[config.mk]
export PLATFORM = sky130hd
export DESIGN_NAME = stage3_top_cnn
export DESIGN_NICKNAME = d
export VERILOG_FILES = /design/src/stage3_cnn_pkg.sv /design/src/stage3_max_pooling.sv /design/src/stage3_cnn_acc_ci.sv /design/src/stage3_cnn_core.sv /design/src/stage3_compare_alpha.sv /design/src/stage3_top_cnn.sv
export SDC_FILE = /design/constraint.sdc
export NUM_CORES = 1
export LEC_CHECK = 0
export ABC_CLOCK_PERIOD_IN_PS = 11470
export BUFFER_PORTS_ARGS = -buffer_cell sky130_fd_sc_hd__buf_2
export CELL_PAD_IN_SITES_DETAIL_PLACEMENT = 0
export CELL_PAD_IN_SITES_GLOBAL_PLACEMENT = 2
export CORE_MARGIN = 8
export CORE_UTILIZATION = 35
export CTS_CLUSTER_SIZE = 25
export DETAILED_ROUTE_END_ITERATION = 7
export PLACE_DENSITY_LB_ADDON = 0.3
export SLEW_MARGIN = 30
export SYNTH_ARGS = -nofsm -noshare
export SYNTH_HDL_FRONTEND = slang
export SYNTH_HIERARCHICAL = 1
export SYNTH_SLANG_ARGS = --single-unit
[constraint.sdc]
create_clock -name clk -period 11.47 [get_ports clk]
set_clock_uncertainty 0.05 [all_clocks]
set_input_delay 2.294 -clock clk [delete_from_list [all_inputs] [get_ports clk]]
set_output_delay 2.294 -clock clk [all_outputs]
set_load 0.01 [all_outputs]
[src/stage3_cnn_pkg.sv]
package stage3_cnn_pkg;

    ////////////////////
    // Data path widths
    ////////////////////

    // Channel and class counts
    localparam int CI = 4;
    localparam int CO = 3;

    // Unsigned activation paths
    localparam int IF_BW  = 8;
    localparam int OF_BW  = 8;
    localparam int ACC_BW = 16;

    // Signed scoring path
    localparam int OUT_BW = 24;
    localparam int W_BW   = 8;

    ////////////////////
    // Vector types
    ////////////////////

    typedef logic signed [W_BW-1:0]   weight_t;
    typedef logic signed [OUT_BW-1:0] score_t;

    typedef logic [CI-1:0][IF_BW-1:0]  if_vec_t;
    typedef logic [CI-1:0][OF_BW-1:0]  of_vec_t;
    typedef logic [CI-1:0][ACC_BW-1:0] acc_vec_t;

    // Elements keep their sign through the named element type
    typedef score_t [CO-1:0] score_vec_t;

    ////////////////////
    // Fixed classifier
    ////////////////////

    // One row per class, one column per input channel
    // Each class favors its own channel, channel 3 leans to classes 1 and 2
    localparam weight_t CLASS_WEIGHTS [CO][CI] = '{
        '{ 6, -2, -2,  1},
        '{-2,  6, -2,  2},
        '{-2, -2,  6,  2}
    };

    // Equal bias on classes 1 and 2 so matching inputs tie
    localparam score_t CLASS_BIAS [CO] = '{0, 10, 10};

    // ASCII 'a' for class 0
    localparam logic [7:0] ALPHA_BASE = 8'h61;

endpackage

[src/stage3_max_pooling.sv]
`timescale 1ns/1ns

module stage3_max_pooling #(
    parameter int POOL_LEN = 2
) (
    input  logic                    clk,
    input  logic                    reset_n,
    input  logic                    i_relu_valid,
    input  stage3_cnn_pkg::if_vec_t i_in_relu,
    output logic                    o_ot_valid,
    output stage3_cnn_pkg::of_vec_t o_ot_pool
);
    import stage3_cnn_pkg::*;

    // Wide enough to hold the group length itself
    localparam int CNT_BW = $clog2(POOL_LEN + 1);

    logic [CNT_BW-1:0] beat_cnt;
    of_vec_t           max_q;
    of_vec_t           max_d;
    logic              last_beat;

    // Final beat of the current pooling group
    assign last_beat = i_relu_valid && (beat_cnt == CNT_BW'(POOL_LEN - 1));

    // Running maximum including the current beat
    always_comb begin
        for (int ch = 0; ch < CI; ch++) begin
            if (i_in_relu[ch] > max_q[ch]) begin
                max_d[ch] = i_in_relu[ch];
            end else begin
                max_d[ch] = max_q[ch];
            end
        end
    end

    ////////////////////
    // Group tracking
    ////////////////////

    always_ff @(posedge clk or negedge reset_n) begin
        if (!reset_n) begin
            beat_cnt   <= '0;
            max_q      <= '0;
            o_ot_pool  <= '0;
            o_ot_valid <= 1'b0;
        end else begin
            o_ot_valid <= last_beat;
            if (last_beat) begin
                // Zero is neutral for unsigned ReLU data
                beat_cnt  <= '0;
                max_q     <= '0;
                o_ot_pool <= max_d;
            end else if (i_relu_valid) begin
                beat_cnt <= beat_cnt + 1'b1;
                max_q    <= max_d;
            end
        end
    end

    // Counter wraps before it can reach the group length
    a_beat_cnt_range : assert property (
        @(posedge clk) disable iff (!reset_n)
        int'(beat_cnt) < POOL_LEN
    );

endmodule

[src/stage3_cnn_acc_ci.sv]
`timescale 1ns/1ns

module stage3_cnn_acc_ci #(
    parameter int FRAME_LEN = 4
) (
    input  logic                     clk,
    input  logic                     reset_n,
    input  logic                     i_in_valid,
    input  stage3_cnn_pkg::of_vec_t  i_in_pooling,
    output logic                     o_ot_valid,
    output stage3_cnn_pkg::acc_vec_t o_ot_ci_acc
);
    import stage3_cnn_pkg::*;

    localparam int CNT_BW = $clog2(FRAME_LEN);

    logic [CNT_BW-1:0] vec_cnt;
    acc_vec_t          acc_q;
    acc_vec_t          acc_d;
    logic              last_vec;

    assign last_vec = i_in_valid && (vec_cnt == CNT_BW'(FRAME_LEN - 1));

    // Partial sums with the incoming pooled vector
    always_comb begin
        for (int ch = 0; ch < CI; ch++) begin
            acc_d[ch] = acc_q[ch] + ACC_BW'(i_in_pooling[ch]);
        end
    end

    ////////////////////
    // Frame buffer
    ////////////////////

    always_ff @(posedge clk or negedge reset_n) begin
        if (!reset_n) begin
            vec_cnt     <= '0;
            acc_q       <= '0;
            o_ot_ci_acc <= '0;
            o_ot_valid  <= 1'b0;
        end else begin
            o_ot_valid <= last_vec;
            if (last_vec) begin
                // Totals leave, next frame starts from zero
                vec_cnt     <= '0;
                acc_q       <= '0;
                o_ot_ci_acc <= acc_d;
            end else if (i_in_valid) begin
                vec_cnt <= vec_cnt + 1'b1;
                acc_q   <= acc_d;
            end
        end
    end

    // A frame spans at least two pooled vectors
    a_no_back_to_back : assert property (
        @(posedge clk) disable iff (!reset_n)
        o_ot_valid |=> !o_ot_valid
    );

endmodule

[src/stage3_cnn_core.sv]
`timescale 1ns/1ns

module stage3_cnn_core (
    input  logic                       clk,
    input  logic                       reset_n,
    input  logic                       i_in_valid,
    input  stage3_cnn_pkg::acc_vec_t   i_in_ci_acc,
    output logic                       o_ot_valid,
    output stage3_cnn_pkg::score_vec_t o_ot_result
);
    import stage3_cnn_pkg::*;

    // Zero-extended total times signed weight
    localparam int PROD_BW = ACC_BW + 1 + W_BW;
    // Room for CI products plus the bias
    localparam int SUM_BW  = PROD_BW + $clog2(CI) + 1;

    localparam logic signed [SUM_BW-1:0] SCORE_MAX = 2 ** (OUT_BW - 1) - 1;
    localparam logic signed [SUM_BW-1:0] SCORE_MIN = -(2 ** (OUT_BW - 1));

    logic [1:0]                valid_q;
    logic signed [PROD_BW-1:0] prod_q [CO][CI];
    logic signed [SUM_BW-1:0]  sum_d [CO];
    score_vec_t                result_q;

    // Strobe follows the data through both stages
    always_ff @(posedge clk or negedge reset_n) begin
        if (!reset_n) begin
            valid_q <= '0;
        end else begin
            valid_q <= {valid_q[0], i_in_valid};
        end
    end

    ////////////////////
    // Stage 1 products
    ////////////////////

    always_ff @(posedge clk) begin
        if (i_in_valid) begin
            for (int co = 0; co < CO; co++) begin
                for (int ci = 0; ci < CI; ci++) begin
                    prod_q[co][ci] <= $signed({1'b0, i_in_ci_acc[ci]}) * CLASS_WEIGHTS[co][ci];
                end
            end
        end
    end

    ////////////////////
    // Stage 2 sums
    ////////////////////

    always_comb begin
        for (int co = 0; co < CO; co++) begin
            sum_d[co] = SUM_BW'(CLASS_BIAS[co]);
            for (int ci = 0; ci < CI; ci++) begin
                sum_d[co] = sum_d[co] + SUM_BW'(prod_q[co][ci]);
            end
        end
    end

    always_ff @(posedge clk) begin
        if (valid_q[0]) begin
            for (int co = 0; co < CO; co++) begin
                result_q[co] <= sum_d[co][OUT_BW-1:0];
            end
        end
    end

    assign o_ot_valid  = valid_q[1];
    assign o_ot_result = result_q;

    // Scores must fit the output width before the upper bits are dropped
    for (genvar co = 0; co < CO; co++) begin : g_range_chk
        a_score_range : assert property (
            @(posedge clk) disable iff (!reset_n)
            valid_q[0] |-> (sum_d[co] >= SCORE_MIN) && (sum_d[co] <= SCORE_MAX)
        );
    end

endmodule

[src/stage3_compare_alpha.sv]
`timescale 1ns/1ns

module stage3_compare_alpha (
    input  logic                       clk,
    input  logic                       reset_n,
    input  logic                       i_in_valid,
    input  stage3_cnn_pkg::score_vec_t i_in_scores,
    output logic [7:0]                 o_alpha,
    output logic                       o_valid
);
    import stage3_cnn_pkg::*;

    localparam int IDX_BW = $clog2(CO);

    score_vec_t        score_q;
    logic [IDX_BW-1:0] best_idx;

    // Scores held until the next frame
    always_ff @(posedge clk or negedge reset_n) begin
        if (!reset_n) begin
            score_q <= '0;
            o_valid <= 1'b0;
        end else begin
            o_valid <= i_in_valid;
            if (i_in_valid) begin
                score_q <= i_in_scores;
            end
        end
    end

    // Strict compare keeps the lower index on a tie
    always_comb begin
        best_idx = '0;
        for (int i = 1; i < CO; i++) begin
            if (score_q[i] > score_q[best_idx]) begin
                best_idx = IDX_BW'(i);
            end
        end
    end

    assign o_alpha = ALPHA_BASE + 8'(best_idx);

    a_alpha_range : assert property (
        @(posedge clk) disable iff (!reset_n)
        o_valid |-> (o_alpha >= ALPHA_BASE) && (o_alpha <= ALPHA_BASE + 8'(CO - 1))
    );

endmodule

[src/stage3_top_cnn.sv]
`timescale 1ns/1ns

module stage3_top_cnn #(
    parameter int POOL_LEN  = 2,
    parameter int FRAME_LEN = 4
) (
    input  logic                                                 clk,
    input  logic                                                 reset_n,
    input  logic                                                 i_relu_valid,
    input  logic [stage3_cnn_pkg::CI*stage3_cnn_pkg::IF_BW-1:0]  i_in_relu,
    output logic                                                 o_valid,
    output logic [7:0]                                           o_alpha
);
    import stage3_cnn_pkg::*;

    logic       pool_valid;
    of_vec_t    pool_vec;
    logic       acc_valid;
    acc_vec_t   acc_vec;
    logic       core_valid;
    score_vec_t core_scores;

    ////////////////////
    // Pooling and frame
    ////////////////////

    stage3_max_pooling #(
        .POOL_LEN (POOL_LEN)
    ) u_stage3_max_pooling (
        .clk          (clk),
        .reset_n      (reset_n),
        .i_relu_valid (i_relu_valid),
        .i_in_relu    (i_in_relu),
        .o_ot_valid   (pool_valid),
        .o_ot_pool    (pool_vec)
    );

    stage3_cnn_acc_ci #(
        .FRAME_LEN (FRAME_LEN)
    ) u_stage3_cnn_acc_ci (
        .clk          (clk),
        .reset_n      (reset_n),
        .i_in_valid   (pool_valid),
        .i_in_pooling (pool_vec),
        .o_ot_valid   (acc_valid),
        .o_ot_ci_acc  (acc_vec)
    );

    ////////////////////
    // Scoring and result
    ////////////////////

    stage3_cnn_core u_stage3_cnn_core (
        .clk         (clk),
        .reset_n     (reset_n),
        .i_in_valid  (acc_valid),
        .i_in_ci_acc (acc_vec),
        .o_ot_valid  (core_valid),
        .o_ot_result (core_scores)
    );

    stage3_compare_alpha u_stage3_compare_alpha (
        .clk         (clk),
        .reset_n     (reset_n),
        .i_in_valid  (core_valid),
        .i_in_scores (core_scores),
        .o_alpha     (o_alpha),
        .o_valid     (o_valid)
    );

endmodule

# ---- Word-level counts from Yosys, hierarchy flattened
# Memory sizes are Yosys's and may differ from the RTL's.
# Index checks and enable logic that the tools add are counted.
dict set report totals {
  ff_bits 345
  latchBits 0
  ram_bits 267
  mem_bits_ro 0
  input_bits 35
  out_inout_bits 9
  mem_count 1
}
dict set report classes {
  addsub 21
  mul 3
  div 0
  n_lt_le_gt_ge 7
  n_eq_ne 2
  n_shift 0
  n_mux 18
  bitwise 0
  reduce_logical 4
}
# memory words width read_ports rd_clocked_by_memory_dff wr line_no
set mem_list {}
lappend mem_list {u_stage3_cnn_core.prod_q 3 89 3 0 3 stage3_cnn_core.sv:22} ;# logic signed [PROD_BW-1:0] prod_q [CO][CI];
# op n
set ops {}
lappend ops {{$add 24x24->24} 9}
lappend ops {{$mux 64} 2}
lappend ops {{$neg 16->24} 3}
lappend ops {{$add 16x8->16} 4}
lappend ops {{$mux 32} 2}
lappend ops {{$mul 16x2->18 const B} 3}
lappend ops {{$add 5x24->24 const A} 2}
lappend ops {{$bmux 24 s2} 1}
lappend ops {{$gt 24x24->1} 2}
lappend ops {{$gt 8x8->1} 4}
lappend ops {{$mux 8} 4}
lappend ops {{$mux 24} 1}
lappend ops {{$mux 2} 5}
lappend ops {{$add 7x2->8 const A} 1}
lappend ops {{$add 2x1->2 const B} 2}
lappend ops {{$reduce_bool 2->1} 2}
lappend ops {{$lt 1x3->1 const B} 1}
lappend ops {{$mux 1} 3}
lappend ops {{$eq 2x1->1 const B} 1}
lappend ops {{$eq 2x2->1 const B} 1}
lappend ops {{$logic_and 1x1->1} 2}

# ---- Logic depth before layout (Yosys ltp)
dict set report logic_depth {
  ltp_word 7
  ltp_mapped 16
}

# ---- By module
# The synthesis kept the hierarchy.
# module n_inst cells_per_inst area_each_um2 seq_area_each_um2
set by_module_without_submodules {}
lappend by_module_without_submodules {stage3_cnn_core 1 1480 16450.8 6115.9}
lappend by_module_without_submodules {stage3_cnn_acc_ci 1 689 7020.5 3278.1}
lappend by_module_without_submodules {stage3_compare_alpha 1 370 4152.7 1826.8}
lappend by_module_without_submodules {stage3_max_pooling 1 398 3965.1 1676.6}

# ---- Worst setup path after synthesis
# Ideal clock, no wire load.
dict set report synth_path {
  kind {register to output}
  startpoint {register u_stage3_compare_alpha/score_q[23] (netlist bit)}
  endpoint {output port o_alpha[1]}
  arrival_ns 3.176
  t_required_ns 9.126
  slack_ns 5.950
  path_stages_with_launch 17
  cell_sequence {dfrtp_1 -> inv_1 -> ha_1 -> nand4_4 -> nor2_1 -> a211oi_1 -> a2bb2oi_1 -> o21ai_2 -> buf_6 -> buf_8 -> mux2i_1 -> ha_1 -> nand4_1 -> nor4_1 -> o31ai_1 -> o2111a_1 -> o21ai_0}
}
dict set report synth_between {
  elab_chain_cells 7
}
# item line_no
set synth_rtl {}
lappend synth_rtl {{from (decl)} stage3_compare_alpha.sv:15} ;# score_vec_t score_q;
lappend synth_rtl {{from (signal assigned)} stage3_compare_alpha.sv:26} ;# score_q <= i_in_scores;
lappend synth_rtl {{$gt 24x24->1} stage3_compare_alpha.sv:35} ;# if (score_q[i] > score_q[best_idx]) begin
lappend synth_rtl {{$mux 1} stage3_compare_alpha.sv:35}
lappend synth_rtl {{$bmux 24 s2} stage3_compare_alpha.sv:35}
lappend synth_rtl {{$mux 24 (not written as such)} stage3_compare_alpha.sv:35}
lappend synth_rtl {{$gt 24x24->1} stage3_compare_alpha.sv:35}
lappend synth_rtl {{$mux 2 (*)} stage3_compare_alpha.sv:35}
lappend synth_rtl {{$add 7x2->8 (*)} stage3_compare_alpha.sv:41} ;# assign o_alpha = ALPHA_BASE + 8'(best_idx);
lappend synth_rtl {{to (decl)} stage3_top_cnn.sv:12} ;# output logic [7:0] o_alpha
# Mark *: on every way between the ends. The rest lies on a longest branch, timed or not. The select of a mux whose other input is x is not followed.

# ---- Final worst setup path
dict set report layout_path {
  startpoint {register u_stage3_compare_alpha/score_q[7] (netlist bit)}
  endpoint {output port o_alpha[1]}
}
# Same word-level chain as after synthesis.

==> flow_summary.json <==
{
  "rsz0062_at_grt": "no",
  "async_flop_share_pct": 57.5,
  "netlist.area_leader.share_pct": 21.6,
  "grt_max_degree": 78,
  "dr_wl_met3_mm": 1.98,
  "port_buffers": 37,
  "dr_total_vias": 21024,
  "setup_viol": 0,
  "drcViolationCount": 0,
  "die_area_sq_um": 100000,
  "num_rows": 110,
  "p_leak_nw": 15.2,
  "maxUsedRoutingLayer": "met4",
  "hold_path.class": "register to register",
  "synth_commonest_cells": "357 x inv_1, 352 x ha_1, 273 x dfrtp_1",
  "grt_pass1_wl_mm": 123,
  "cts_max_level": 2,
  "start_util_pct": 35.2,
  "fp.dieH_microns": 316,
  "critPathKind": "register to output port",
  "ys.flop_type": "dfrtp_1",
  "synth_area_sq_um": 31600,
  "min_period_over_period_pct": 65.4,
  "place_congestion": 0.831,
  "nets": 3461,
  "cp-startpoint": "u_stage3_compare_alpha/score_q[7]",
  "drt-total-wl_mm": 76.8,
  "min_from": "u_stage3_cnn_acc_ci/o_ot_ci_acc[56]",
  "status": "finished, final reports clean",
  "wl_met1_mm": 36.0,
  "tns_ps": 0,
  "routedWlPerCell_microns": 18.3,
  "cp.arrival_ps": 5150,
  "clk_pin_slew_worst_paths_ps": 60,
  "hold_buffers": 0,
  "track_usage_pct": 15.4,
  "relSlewSlack_pct": 35.5,
  "synth-edff-count": 202,
  "cts_buffers": 56,
  "wl_met2_mm": 36.6,
  "r2r-start": "u_stage3_cnn_core/prod_q[2][18]",
  "yosys-top-cells-area": "dfrtp_1 22%, edfxtp_1 19%, ha_1 14%",
  "start_kind": "register",
  "ys_warn_count": 6,
  "grt_antenna_before_repair": 0,
  "postSynthAreaPerCell_sq_um": 10.8,
  "cts_tree": "done",
  "cts_resized": 0,
  "drtPass1Iterations": 5,
  "syn_inst": 2937,
  "worstSetupEndpointType": "output port",
  "insertion_delay_ps": 630,
  "core_sq_um": 89700,
  "grt_pass1_vias": 22368,
  "antenna_cells": 0,
  "overflow": 0,
  "antenna_left": 0,
  "fin_crit_ps": 7500,
  "ys_ff_latch": 475,
  "max_freq_mhz": 133,
  "synth_most_common_cell": "inv_1",
  "dpl-instance-area_sq_um": 33000,
  "ir_drop_mv": 0.168,
  "area_delta_synth_final_pct": 10.6,
  "die_x_microns": 316,
  "place_hpwl_mm": 60.2,
  "yosysTopAreaCell": "dfrtp_1",
  "drive_above_1_share_pct": 9.27,
  "via_per_inst": 5.01,
  "powerDensity_nw_per_um2": 320,
  "ios": 44,
  "cts_setup_buffers": 0,
  "worst_pin_slew_ps": 964,
  "dr.first_iter.drc_count": 1175,
  "clk_path_buf_depth": 3,
  "cap_violations": 0,
  "slew_violations": 0,
  "yosysSeqAreaShare_pct": 40.8,
  "cp_max_fo": 16,
  "stdcell_area_sq_um": 34900,
  "synth_cell_types": 98,
  "root_buffer": "clkbuf_16",
  "required_ps": 9130,
  "clock_sinks": 475,
  "power_w": 0.0112,
  "hold_viol": 0
}
[stage by stage]
stage	utilization, %	worst slack [ps]	hold WS, ps	std cells
3_3_place_gp	36.7	4520	383	4087
4_1_cts	38.9	3790	402	4195
3_5_place_dp	36.8	4490	387	4089
2_1_floorplan	-	5950	302	2942
6_report	38.9	3970	398	4195
5_1_grt	38.9	3500	409	4195
[power breakdown]
group          total [W]  switching, W  internal [W]
sequential       0.00306      0.000463       0.00260
clock            0.00182      0.000756       0.00107
combinational    0.00629       0.00367       0.00262
[cell type report]
class | instances | area [sq um]
Clock inverter | 30 | 339
Fill cell | 8816 | 54800
Timing Repair Buffer | 54 | 370
Inverter | 358 | 1340
Clock buffer | 76 | 1550
Multi-Input combinational cell | 2026 | 16900
Tap cell | 1176 | 1470
Sequential cell | 475 | 12900
[logic make-up (layout without fill, tap and decap cells)]
group	after synthesis	count (layout)	synth area share (%)
XOR/XNOR	198	198	5.49
buffers and inverters	441	518	5.61
other	3	8	0.0356
adder cells (fa/ha/maj)	455	455	20.5
multiplexers	97	97	3.32
AO/OA/AOI/OAI	679	679	14.5
AND/OR/NAND/NOR	589	589	9.71
flip-flops	475	475	40.8
[layout by cell type, fill, tap and decap left out, types with 25 or more instances in the layout]
cell / synthesis / layout
edfxtp_1: 202 / 202
o21a_1: 26 / 26
nor2_1: 132 / 132
nand4_1: 39 / 39
o2bb2ai_1: 27 / 27
a21o_1: 57 / 57
o21bai_1: 25 / 25
dfrtp_1: 273 / 270
a31oi_1: 45 / 45
a21oi_1: 126 / 126
xnor2_1: 152 / 152
inv_1: 357 / 356
mux2_2: 57 / 57
ha_1: 352 / 352
xor2_1: 46 / 46
clkbuf_16: 0 / 57
nand3_1: 66 / 66
mux2i_1: 39 / 39
fa_1: 103 / 103
o21ai_0: 187 / 187
nor3_1: 33 / 33
a22o_1: 40 / 40
nand2_1: 169 / 167
buf_2: 13 / 36
[critical path, stage by stage (launching register included)]
cell and delay [ps]:
dfrtp_1 340, inv_1 60, ha_1 320, a21oi_1 150, o21ai_0 170, a221oi_2 300
o31ai_2 110, o21ai_2 590, buf_4 430, mux2i_1 140, ha_1 310, nand4_1 160
nor4_1 600, o31ai_1 290, o2111a_1 210, o21ai_0 190, buf_2 170
[state kept, by name (all words and copies together), names as in the netlist]
signal                           flops
u_stage3_cnn_acc_ci/o_ot_ci_acc     64
u_stage3_max_pooling/max_q          32
u_stage3_compare_alpha/score_q      72
u_stage3_cnn_core/prod_q           133
u_stage3_cnn_acc_ci/vec_cnt          2
u_stage3_cnn_acc_ci/o_ot_valid       1
u_stage3_cnn_core/o_ot_result       69
u_stage3_max_pooling/beat_cnt        2
u_stage3_cnn_acc_ci/acc_q           64
u_stage3_max_pooling/o_ot_pool      32
u_stage3_max_pooling/o_ot_valid      1
u_stage3_cnn_core/valid_q            2
u_stage3_compare_alpha/o_valid       1
[routing by layer]
metal / vias to the layer above / track usage [%]
met1: 10208 / 20.3
met4: 0 / 4.58
met5: - / 0
met2: 268 / 26.4
li1: 10444 / -
met3: 104 / 1.83
[final timing paths]
path / to / slack [ps] / cells past startpoint
worst max-delay path: o_alpha[1] / 3970 / 16
worst min-delay path: u_stage3_cnn_core/prod_q[2][9] / 400 / 0
worst max register to register: u_stage3_cnn_core/o_ot_result[70] / 6740 / 15
worst min register to register: u_stage3_cnn_core/prod_q[2][9] / 400 / 0
max in group asynchronous: u_stage3_cnn_acc_ci/o_ot_valid / 7850 / 3
min in group asynchronous: u_stage3_compare_alpha/score_q[48] / 1560 / 1
Power figures use the tool's default switching activity.
